## src/include/rx_macros.svh

```systemverilog
`ifndef RX_MACROS_SVH
`define RX_MACROS_SVH

////////////////////////////////////////
// buffer and credit link
////////////////////////////////////////

// entries in the byte FIFO, also the initial credit count
`define RX_FIFO_DEPTH 8

// wide enough to hold the full depth
`define RX_CREDIT_W 4

////////////////////////////////////////
// frame check sequence
////////////////////////////////////////

// CRC-32 generator, MSB-first form
`define RX_CRC32_POLY 32'h04C11DB7

// register value after a good frame plus its FCS
`define RX_FCS_RESIDUE 32'hC704DD7B

// legacy SIGNAL field length in bytes
`define RX_SIGNAL_BYTES 3

`endif
```

## src/rx_pkg.sv

```systemverilog
`include "rx_macros.svh"

package rx_pkg;

    ////////////////////////////////////////
    // vector types
    ////////////////////////////////////////

    // one decoded byte
    typedef logic [7:0] byte_t;

    // SIGNAL field, first byte in the low bits
    typedef logic [23:0] sig_word_t;

    // legacy rate code
    typedef logic [3:0] rate_t;

    // legacy length, FCS included
    typedef logic [11:0] pkt_len_t;

    typedef logic [31:0] crc32_t;

    // parser side view of free FIFO entries
    typedef logic [`RX_CREDIT_W-1:0] credit_t;

    ////////////////////////////////////////
    // enums
    ////////////////////////////////////////

    // SIGNAL check result, listed in check priority
    typedef enum logic [2:0] {
        st_ok               = 3'd0,
        st_parity_fail      = 3'd1,
        st_wrong_rsvd       = 3'd2,
        st_wrong_tail       = 3'd3,
        st_unsupported_rate = 3'd4
    } hdr_status_e;

    typedef enum logic [1:0] {
        collect_sig  = 2'd0,
        check_sig    = 2'd1,
        forward_data = 2'd2
    } parser_state_e;

endpackage

```

## src/rx_frame_top.sv

```systemverilog
`timescale 1ns/1ps

module rx_frame_top (
    input  logic                clock,
    input  logic                reset,
    input  logic                in_valid_i,
    input  rx_pkg::byte_t       in_byte_i,
    output logic                in_ready_o,
    output logic                out_valid_o,
    output rx_pkg::byte_t       out_byte_o,
    output logic                out_last_o,
    input  logic                out_ready_i,
    output logic                hdr_done_o,
    output logic                hdr_ok_o,
    output rx_pkg::hdr_status_e hdr_status_o,
    output rx_pkg::rate_t       rate_o,
    output rx_pkg::pkt_len_t    len_o,
    output logic                fcs_done_o,
    output logic                fcs_ok_o
);

    import rx_pkg::*;

    // parser to FIFO, credit link
    logic  push;
    byte_t push_byte;
    logic  push_last;
    logic  credit_return;

    // FIFO to checker
    logic  buf_valid;
    byte_t buf_byte;
    logic  buf_last;
    logic  pop;

    signal_parser signal_parser_i (
        .clock           (clock),
        .reset           (reset),
        .in_valid_i      (in_valid_i),
        .in_byte_i       (in_byte_i),
        .in_ready_o      (in_ready_o),
        .credit_return_i (credit_return),
        .push_o          (push),
        .push_byte_o     (push_byte),
        .push_last_o     (push_last),
        .hdr_done_o      (hdr_done_o),
        .hdr_ok_o        (hdr_ok_o),
        .hdr_status_o    (hdr_status_o),
        .rate_o          (rate_o),
        .len_o           (len_o)
    );

    byte_fifo byte_fifo_i (
        .clock           (clock),
        .reset           (reset),
        .push_i          (push),
        .push_byte_i     (push_byte),
        .push_last_i     (push_last),
        .pop_i           (pop),
        .credit_return_o (credit_return),
        .buf_valid_o     (buf_valid),
        .buf_byte_o      (buf_byte),
        .buf_last_o      (buf_last)
    );

    fcs_checker fcs_checker_i (
        .clock       (clock),
        .reset       (reset),
        .buf_valid_i (buf_valid),
        .buf_byte_i  (buf_byte),
        .buf_last_i  (buf_last),
        .pop_o       (pop),
        .out_ready_i (out_ready_i),
        .out_valid_o (out_valid_o),
        .out_byte_o  (out_byte_o),
        .out_last_o  (out_last_o),
        .fcs_done_o  (fcs_done_o),
        .fcs_ok_o    (fcs_ok_o)
    );

endmodule

```

## src/fcs_checker.sv

```systemverilog
`timescale 1ns/1ps
`include "rx_macros.svh"

module fcs_checker (
    input  logic          clock,
    input  logic          reset,
    input  logic          buf_valid_i,
    input  rx_pkg::byte_t buf_byte_i,
    input  logic          buf_last_i,
    output logic          pop_o,
    input  logic          out_ready_i,
    output logic          out_valid_o,
    output rx_pkg::byte_t out_byte_o,
    output logic          out_last_o,
    output logic          fcs_done_o,
    output logic          fcs_ok_o
);

    import rx_pkg::*;

    localparam crc32_t CRC_INIT = 32'hFFFF_FFFF;

    crc32_t crc_q;
    crc32_t crc_next;
    byte_t  byte_rev;
    logic   xfer;

    // one byte through the LFSR, bit 7 of data first
    function automatic crc32_t crc_fold(input crc32_t crc_in, input byte_t data);
        crc32_t c;
        logic   fb;
        c = crc_in;
        for (int i = 7; i >= 0; i--) begin
            fb = c[31] ^ data[i];
            c  = {c[30:0], 1'b0};
            if (fb) begin
                c = c ^ `RX_CRC32_POLY;
            end
        end
        return c;
    endfunction

    ////////////////////////////////////////
    // output stream
    ////////////////////////////////////////

    // head stays put until popped, so the byte is stable under stall
    assign out_valid_o = buf_valid_i;
    assign out_byte_o  = buf_byte_i;
    assign out_last_o  = buf_last_i;

    assign xfer  = buf_valid_i & out_ready_i;
    assign pop_o = xfer;

    ////////////////////////////////////////
    // FCS
    ////////////////////////////////////////

    // bytes go in LSB first
    assign byte_rev = {<<{buf_byte_i}};
    assign crc_next = crc_fold(crc_q, byte_rev);

    always_ff @(posedge clock) begin
        if (reset) begin
            crc_q      <= CRC_INIT;
            fcs_done_o <= 1'b0;
            fcs_ok_o   <= 1'b0;
        end else begin
            fcs_done_o <= 1'b0;
            fcs_ok_o   <= 1'b0;
            if (xfer) begin
                if (buf_last_i) begin
                    // FCS bytes already folded in, expect the residue
                    fcs_done_o <= 1'b1;
                    fcs_ok_o   <= (crc_next == `RX_FCS_RESIDUE);
                    crc_q      <= CRC_INIT;
                end else begin
                    crc_q <= crc_next;
                end
            end
        end
    end

endmodule

```

## src/byte_fifo.sv

```systemverilog
`timescale 1ns/1ps
`include "rx_macros.svh"

module byte_fifo (
    input  logic          clock,
    input  logic          reset,
    input  logic          push_i,
    input  rx_pkg::byte_t push_byte_i,
    input  logic          push_last_i,
    input  logic          pop_i,
    output logic          credit_return_o,
    output logic          buf_valid_o,
    output rx_pkg::byte_t buf_byte_o,
    output logic          buf_last_o
);

    import rx_pkg::*;

    localparam int PTR_W = $clog2(`RX_FIFO_DEPTH);
    localparam int CNT_W = $clog2(`RX_FIFO_DEPTH + 1);

    // entry is {last, byte}
    logic [8:0]       mem [`RX_FIFO_DEPTH];
    logic [PTR_W-1:0] wr_ptr;
    logic [PTR_W-1:0] rd_ptr;
    logic [CNT_W-1:0] count;
    logic             do_pop;

    // the sender holds credits, so no full check here
    assign do_pop = pop_i & buf_valid_o;

    ////////////////////////////////////////
    // pointers and occupancy
    ////////////////////////////////////////

    always_ff @(posedge clock) begin
        if (reset) begin
            wr_ptr          <= '0;
            rd_ptr          <= '0;
            count           <= '0;
            credit_return_o <= 1'b0;
        end else begin
            credit_return_o <= do_pop;
            if (push_i) begin
                wr_ptr <= wr_ptr + 1'b1;
            end
            if (do_pop) begin
                rd_ptr <= rd_ptr + 1'b1;
            end
            case ({push_i, do_pop})
                2'b10:   count <= count + 1'b1;
                2'b01:   count <= count - 1'b1;
                default: count <= count;
            endcase
        end
    end

    always_ff @(posedge clock) begin
        if (push_i) begin
            mem[wr_ptr] <= {push_last_i, push_byte_i};
        end
    end

    // head of queue
    assign buf_valid_o = (count != '0);
    assign buf_byte_o  = mem[rd_ptr][7:0];
    assign buf_last_o  = mem[rd_ptr][8];

endmodule

```

## src/signal_parser.sv

```systemverilog
`timescale 1ns/1ps
`include "rx_macros.svh"

module signal_parser (
    input  logic                clock,
    input  logic                reset,
    input  logic                in_valid_i,
    input  rx_pkg::byte_t       in_byte_i,
    output logic                in_ready_o,
    input  logic                credit_return_i,
    output logic                push_o,
    output rx_pkg::byte_t       push_byte_o,
    output logic                push_last_o,
    output logic                hdr_done_o,
    output logic                hdr_ok_o,
    output rx_pkg::hdr_status_e hdr_status_o,
    output rx_pkg::rate_t       rate_o,
    output rx_pkg::pkt_len_t    len_o
);

    import rx_pkg::*;

    localparam logic [1:0] SIG_LAST = 2'(`RX_SIGNAL_BYTES - 1);

    parser_state_e state;
    sig_word_t     sig_word;
    logic [1:0]    sig_cnt;
    credit_t       credits;
    pkt_len_t      remaining;
    logic          accept;
    logic          spend;

    // SIGNAL fields
    rate_t         sig_rate;
    logic          sig_rsvd;
    pkt_len_t      sig_len;
    logic          parity_err;
    logic [5:0]    sig_tail;
    hdr_status_e   check_status;

    assign sig_rate   = sig_word[3:0];
    assign sig_rsvd   = sig_word[4];
    assign sig_len    = sig_word[16:5];
    assign parity_err = ^sig_word[17:0];
    assign sig_tail   = sig_word[23:18];

    // first failing check wins
    always_comb begin
        if (parity_err) begin
            check_status = st_parity_fail;
        end else if (sig_rsvd) begin
            check_status = st_wrong_rsvd;
        end else if (|sig_tail) begin
            check_status = st_wrong_tail;
        end else if (!sig_rate[3]) begin
            check_status = st_unsupported_rate;
        end else begin
            check_status = st_ok;
        end
    end

    always_comb begin
        case (state)
            collect_sig:  in_ready_o = 1'b1;
            check_sig:    in_ready_o = 1'b0;
            forward_data: in_ready_o = (credits != '0);
            default:      in_ready_o = 1'b0;
        endcase
    end

    assign accept = in_valid_i & in_ready_o;
    assign spend  = accept && (state == forward_data);

    ////////////////////////////////////////
    // credit counter
    ////////////////////////////////////////

    always_ff @(posedge clock) begin
        if (reset) begin
            credits <= credit_t'(`RX_FIFO_DEPTH);
        end else begin
            case ({spend, credit_return_i})
                2'b10:   credits <= credits - 1'b1;
                2'b01:   credits <= credits + 1'b1;
                default: credits <= credits;
            endcase
        end
    end

    ////////////////////////////////////////
    // control FSM
    ////////////////////////////////////////

    always_ff @(posedge clock) begin
        if (reset) begin
            state        <= collect_sig;
            sig_cnt      <= '0;
            remaining    <= '0;
            push_o       <= 1'b0;
            push_last_o  <= 1'b0;
            hdr_done_o   <= 1'b0;
            hdr_ok_o     <= 1'b0;
            hdr_status_o <= st_ok;
        end else begin
            // strobes default low
            hdr_done_o  <= 1'b0;
            push_o      <= 1'b0;
            push_last_o <= 1'b0;
            case (state)
                collect_sig: begin
                    if (accept) begin
                        if (sig_cnt == SIG_LAST) begin
                            sig_cnt <= '0;
                            state   <= check_sig;
                        end else begin
                            sig_cnt <= sig_cnt + 1'b1;
                        end
                    end
                end
                check_sig: begin
                    hdr_done_o   <= 1'b1;
                    hdr_ok_o     <= (check_status == st_ok);
                    hdr_status_o <= check_status;
                    remaining    <= sig_len;
                    // empty body goes straight back
                    if (check_status == st_ok && sig_len != '0) begin
                        state <= forward_data;
                    end else begin
                        state <= collect_sig;
                    end
                end
                forward_data: begin
                    if (accept) begin
                        push_o    <= 1'b1;
                        remaining <= remaining - 1'b1;
                        if (remaining == pkt_len_t'(1)) begin
                            push_last_o <= 1'b1;
                            state       <= collect_sig;
                        end
                    end
                end
                default: begin
                    state <= collect_sig;
                end
            endcase
        end
    end

    // payload registers
    always_ff @(posedge clock) begin
        if (accept && state == collect_sig) begin
            sig_word <= {in_byte_i, sig_word[23:8]};
        end
        if (accept) begin
            push_byte_o <= in_byte_i;
        end
        if (state == check_sig) begin
            rate_o <= sig_rate;
            len_o  <= sig_len;
        end
    end

endmodule

```

## config.mk

```make
export PLATFORM = sky130hd
export DESIGN_NAME = rx_frame_top
export DESIGN_NICKNAME = d
export VERILOG_FILES = /design/src/rx_pkg.sv /design/src/rx_frame_top.sv /design/src/fcs_checker.sv /design/src/byte_fifo.sv /design/src/signal_parser.sv
export VERILOG_INCLUDE_DIRS = /design/src /design/src/include
export SDC_FILE = /design/constraint.sdc
export NUM_CORES = 1
export LEC_CHECK = 0
export BUFFER_PORTS_ARGS = -buffer_cell sky130_fd_sc_hd__buf_4
export CAP_MARGIN = 20
export CORE_MARGIN = 2
export CORE_UTILIZATION = 61
export DETAILED_ROUTE_END_ITERATION = 16
export PLACE_DENSITY = 0.79
export SYNTH_ARGS = -nofsm -noshare
export SYNTH_HDL_FRONTEND = slang
export SYNTH_SLANG_ARGS = --single-unit
export TNS_END_PERCENT = 50
```

## constraint.sdc

```tcl
create_clock -name clock -period 3.6 [get_ports clock]
set_input_delay 0.18 -clock clock [delete_from_list [all_inputs] [get_ports clock]]
set_output_delay 0.18 -clock clock [all_outputs]
set_load 0.02 [all_outputs]
```

==> impl_metrics.py <==
metrics = {
    "logic_synthesis": {
        "yosys.area_share.simple_pct": 12.07,
        "netlist_top_cells_area": "edfxtp_1, dfxtp_1, xnor2_1",
        "synth_xor_area_share_pct": 10.52,
        "synth_compound_area_share_pct": 10.29,
        "yosys_warnings": 0,
        "synth_top_area_share_pct": 40.43,
        "ys_seq_area_share_pct": 57.28,
        "synthAdderAreaFrac_pct": 1.994,
        "synth_fp_nets": 757,
        "synth.largest_area_cell": "edfxtp_1",
        "syn_area_per_cell_um2": 12.18,
        "async_flop_share_pct": 0,
        "synth_edf_count": 120,
        "ys_seq_elements": 195,
        "synth_top_family_by_area": "simple AND/OR/NAND/NOR gates",
        "synthCells": 732,
        "synthMuxAreaShare_pct": 4.942,
        "synth_commonest_cells": "edfxtp_1, dfxtp_1, nor2_1",
        "yosysMostFrequentCell": "edfxtp_1",
        "mappedNetlistArea_mm2": 0.008912,
        "synth_cell_types": 67,
        "ys.flop_type": "edfxtp_1",
    },
    "timing": {
        "max_slew_margin_pct": 30.82,
        "worst_pin_slew_ps": 1034,
        "rsz0062_at_grt": "no",
        "max_freq_ghz": 0.3048,
        "period_share_pct": 91.14,
        "drv_slew": 0,
        "finalSetupViolCount": 0,
        "finalHoldViolCount": 0,
        "holdWs_ps": 138.2,
        "setup_tns_ps": 0,
        "fin_crit_ps": 3281,
        "skew_ps": 9.685,
    },
    "die": {
        "die_area_mm2": 0.01559,
        "start_util_pct": 61.79,
        "fp.dieW_um": 124.9,
        "rows": 44,
        "ios": 46,
        "core_area_mm2": 0.01442,
        "fp.dieH_um": 124.9,
    },
    "power_and_ir_drop": {
        "p_comb_share_pct": 3.2,
        "power.switching_w": 0.001009,
        "swShare_pct": 22.29,
        "vdd_drop_max_v": 0.0003997,
        "p_leak_nw": 3.614,
        "power_w": 0.004525,
        "pwr-share-clk_pct": 43.0,
        "p_seq_share_pct": 53.8,
        "cellPowerDensity_mw_per_mm2": 448.1,
        "p_int_w": 0.003516,
    },
    "placed_design": {
        "numPortBuffers": 45,
        "gp_congestion": 0.8720,
        "place_hpwl_um": 13150,
    },
    "critical_path": {
        "cp_data_arrival_time_ps": 3610,
        "path_cells": "buf_12 > mux2_2 > o22ai_2 > o21a_1 > a211oi_1 > or2_4 > inv_1 > ha_1 > nand2_1 > a2111oi_2 > nand4b_1 > a2111oi_2",
        "crit_required_ps": 3930,
        "cp_max_fo": 33,
        "r2r_end": "fcs_checker_i.fcs_ok_o",
        "critical_path.most_common_cell": "a2111oi_2",
        "worst-path-stages": 12,
        "crit_end": "fcs_checker_i.fcs_ok_o",
        "cp-start-kind": "flop",
        "slowest_delay_ps": 400,
        "r2r_cells": 12,
        "path_delay_family": "compound AO/OA/AOI/OAI gates",
        "cp-end-kind": "flop",
        "cp_num_buf_inv": 2,
        "critPathKind": "reg -> reg",
        "r2r_slack_ps": 320,
        "critPathSlowestCell": "mux2_2",
    },
    "global_route": {
        "overflow": 0,
        "grtUsageMet1_pct": 34.47,
        "grt.met3_usage_pct": 4.510,
        "antenna_found_initial": 0,
        "grtUsageTotal_pct": 25.81,
        "grt_pass1_vias": 5926,
        "grt_max_degree": 72,
        "top_usage_layer": "met2",
        "grt.met2_usage_pct": 43.27,
        "grt_pass1_wl_um": 31440,
    },
    "clocking": {
        "path_clk_slew_ps": 70,
        "cts_setup_buffers": 0,
        "cts_buffer_depth": 2,
        "numCtsBuffers": 17,
        "cts.sinks": 195,
        "cts_tree": "yes",
        "clockRootBuffer": "clkbuf_16",
        "clock_latency_ps": 440,
        "htree_levels": 4,
    },
    "cells_and_area": {
        "area_delta_synth_final_pct": 13.31,
        "drive_above_1_share_pct": 15.26,
        "fin_nets": 805,
        "n_antenna_cell": 0,
    },
    "hold_path": {
        "hold_class": "in -> reg",
    },
    "drt": {
        "remaining_drc_errors": 0,
        "vias": 5865,
        "drt_iter0_drc": 517,
        "avgViaCountPerCell": 6.003,
        "wl_per_cell_um": 19.95,
        "routed_wl_um": 19490,
        "ant_nets": 0,
        "dr.pass1.iters": 5,
    },
    "outcome": {
        "status": "finished, final reports clean",
    },
    "job": {
        "max-cap-violations": 0,
    },
}
-- repair_timing --
item,4_1_cts,5_1_grt
hold buffers,8,0
gates resized for setup,0,5
setup endpoints to repair,0,1
hold endpoints to repair,16,0
-- worst min path at each step --
stage,from,endpoint,slack [ps],cells after the start
after global placement,in_byte_i[0],signal_parser_i.sig_word[16],370,1
after detailed placement,in_byte_i[0],signal_parser_i.sig_word[16],370,1
after global routing,out_ready_i,byte_fifo_i.credit_return_o,160,3
after CTS,in_valid_i,signal_parser_i.state[0],130,3
after floorplan,in_byte_i[0],signal_parser_i.push_byte_o[0],280,0
final,in_valid_i,signal_parser_i.state[0],140,3
-- cell type report --
cell class | instances | area (um2)
Multi-Input combinational cell | 484 | 3573
Tap cell | 184 | 230.2
Timing Repair Buffer | 62 | 498.0
Clock inverter | 15 | 191.4
Sequential cell | 195 | 5105
Clock buffer | 17 | 425.4
Inverter | 20 | 75.07
Fill cell | 1006 | 4325
-- placed cells by master, fill, tap and decap left out, types with 11 or more instances in the layout --
| master | Yosys | final |
|---|---|---|
| o22ai_1 | 32 | 32 |
| a21oi_1 | 21 | 21 |
| xor2_1 | 22 | 22 |
| inv_1 | 20 | 20 |
| nand2b_1 | 36 | 36 |
| clkbuf_16 | 0 | 17 |
| xnor2_1 | 51 | 51 |
| mux2i_1 | 26 | 26 |
| nor3_1 | 18 | 16 |
| buf_4 | 0 | 53 |
| ha_1 | 11 | 11 |
| o21ai_0 | 23 | 22 |
| dfxtp_1 | 75 | 75 |
| nand2_1 | 34 | 34 |
| a22oi_1 | 11 | 11 |
| edfxtp_1 | 120 | 120 |
| nor2_1 | 60 | 60 |
| mux2_2 | 12 | 12 |
-- through the flow --
step                instances  setup WS, ps  cell area [um2]  util, %
finish                    977         318.9            10100    70.01
global route              977         55.35            10100    70.01
CTS                       977         148.0            10080    69.87
detailed placement        937         221.3             9382    65.04
global placement          937         291.2             9382    65.04
floorplan                 732         428.4             8912        -
-- layer usage --
layer | routed length, um | vias to the layer above | part of all wire (%)
met5 | 0 | - | 0
met4 | 443 | 0 | 2.3
met3 | 1059 | 29 | 5.4
met2 | 9770 | 203 | 50
met1 | 8221 | 2870 | 42
li1 | - | 2763 | -
-- registers in the layout (all words and copies together), names as in the netlist, 2 cells and up, named ones only --
name and cells:
byte_fifo_i.count 4, fcs_checker_i.crc_q 32, byte_fifo_i.wr_ptr 3, signal_parser_i.sig_word 24, signal_parser_i.credits 4, signal_parser_i.len_o 12
signal_parser_i.remaining 12, signal_parser_i.sig_cnt 2, byte_fifo_i.mem 72, signal_parser_i.hdr_status_o 3, signal_parser_i.state 2, signal_parser_i.push_byte_o 8
signal_parser_i.rate_o 4, byte_fifo_i.rd_ptr 3
-- power by group through the flow --
stage	clock network [W]	registers [W]	logic, W
final	0.00194	0.00244	0.000145
after global routing	0.00204	0.00244	0.000158
after CTS	0.00196	0.00243	0.000144
after detailed placement	0	0.00248	0.000135
after global placement	0	0.00248	0.000131
after floorplan	0	0.00247	0.0000990
-- cells by family (layout without fill, tap and decap cells) --
family / after synthesis / in the layout
mux: 40 / 40
simple gates: 210 / 210
xor+xnor: 86 / 86
flops: 195 / 195
buf+inv: 53 / 114
compound gates: 135 / 135
fa+ha+maj: 13 / 13
-- worst min-delay path: cells and delay by family --
kind	cells	cell delay (ps)
and+or+nand+nor	2	220
buffers and inverters	1	120
(Power assumes the default switching activity.)
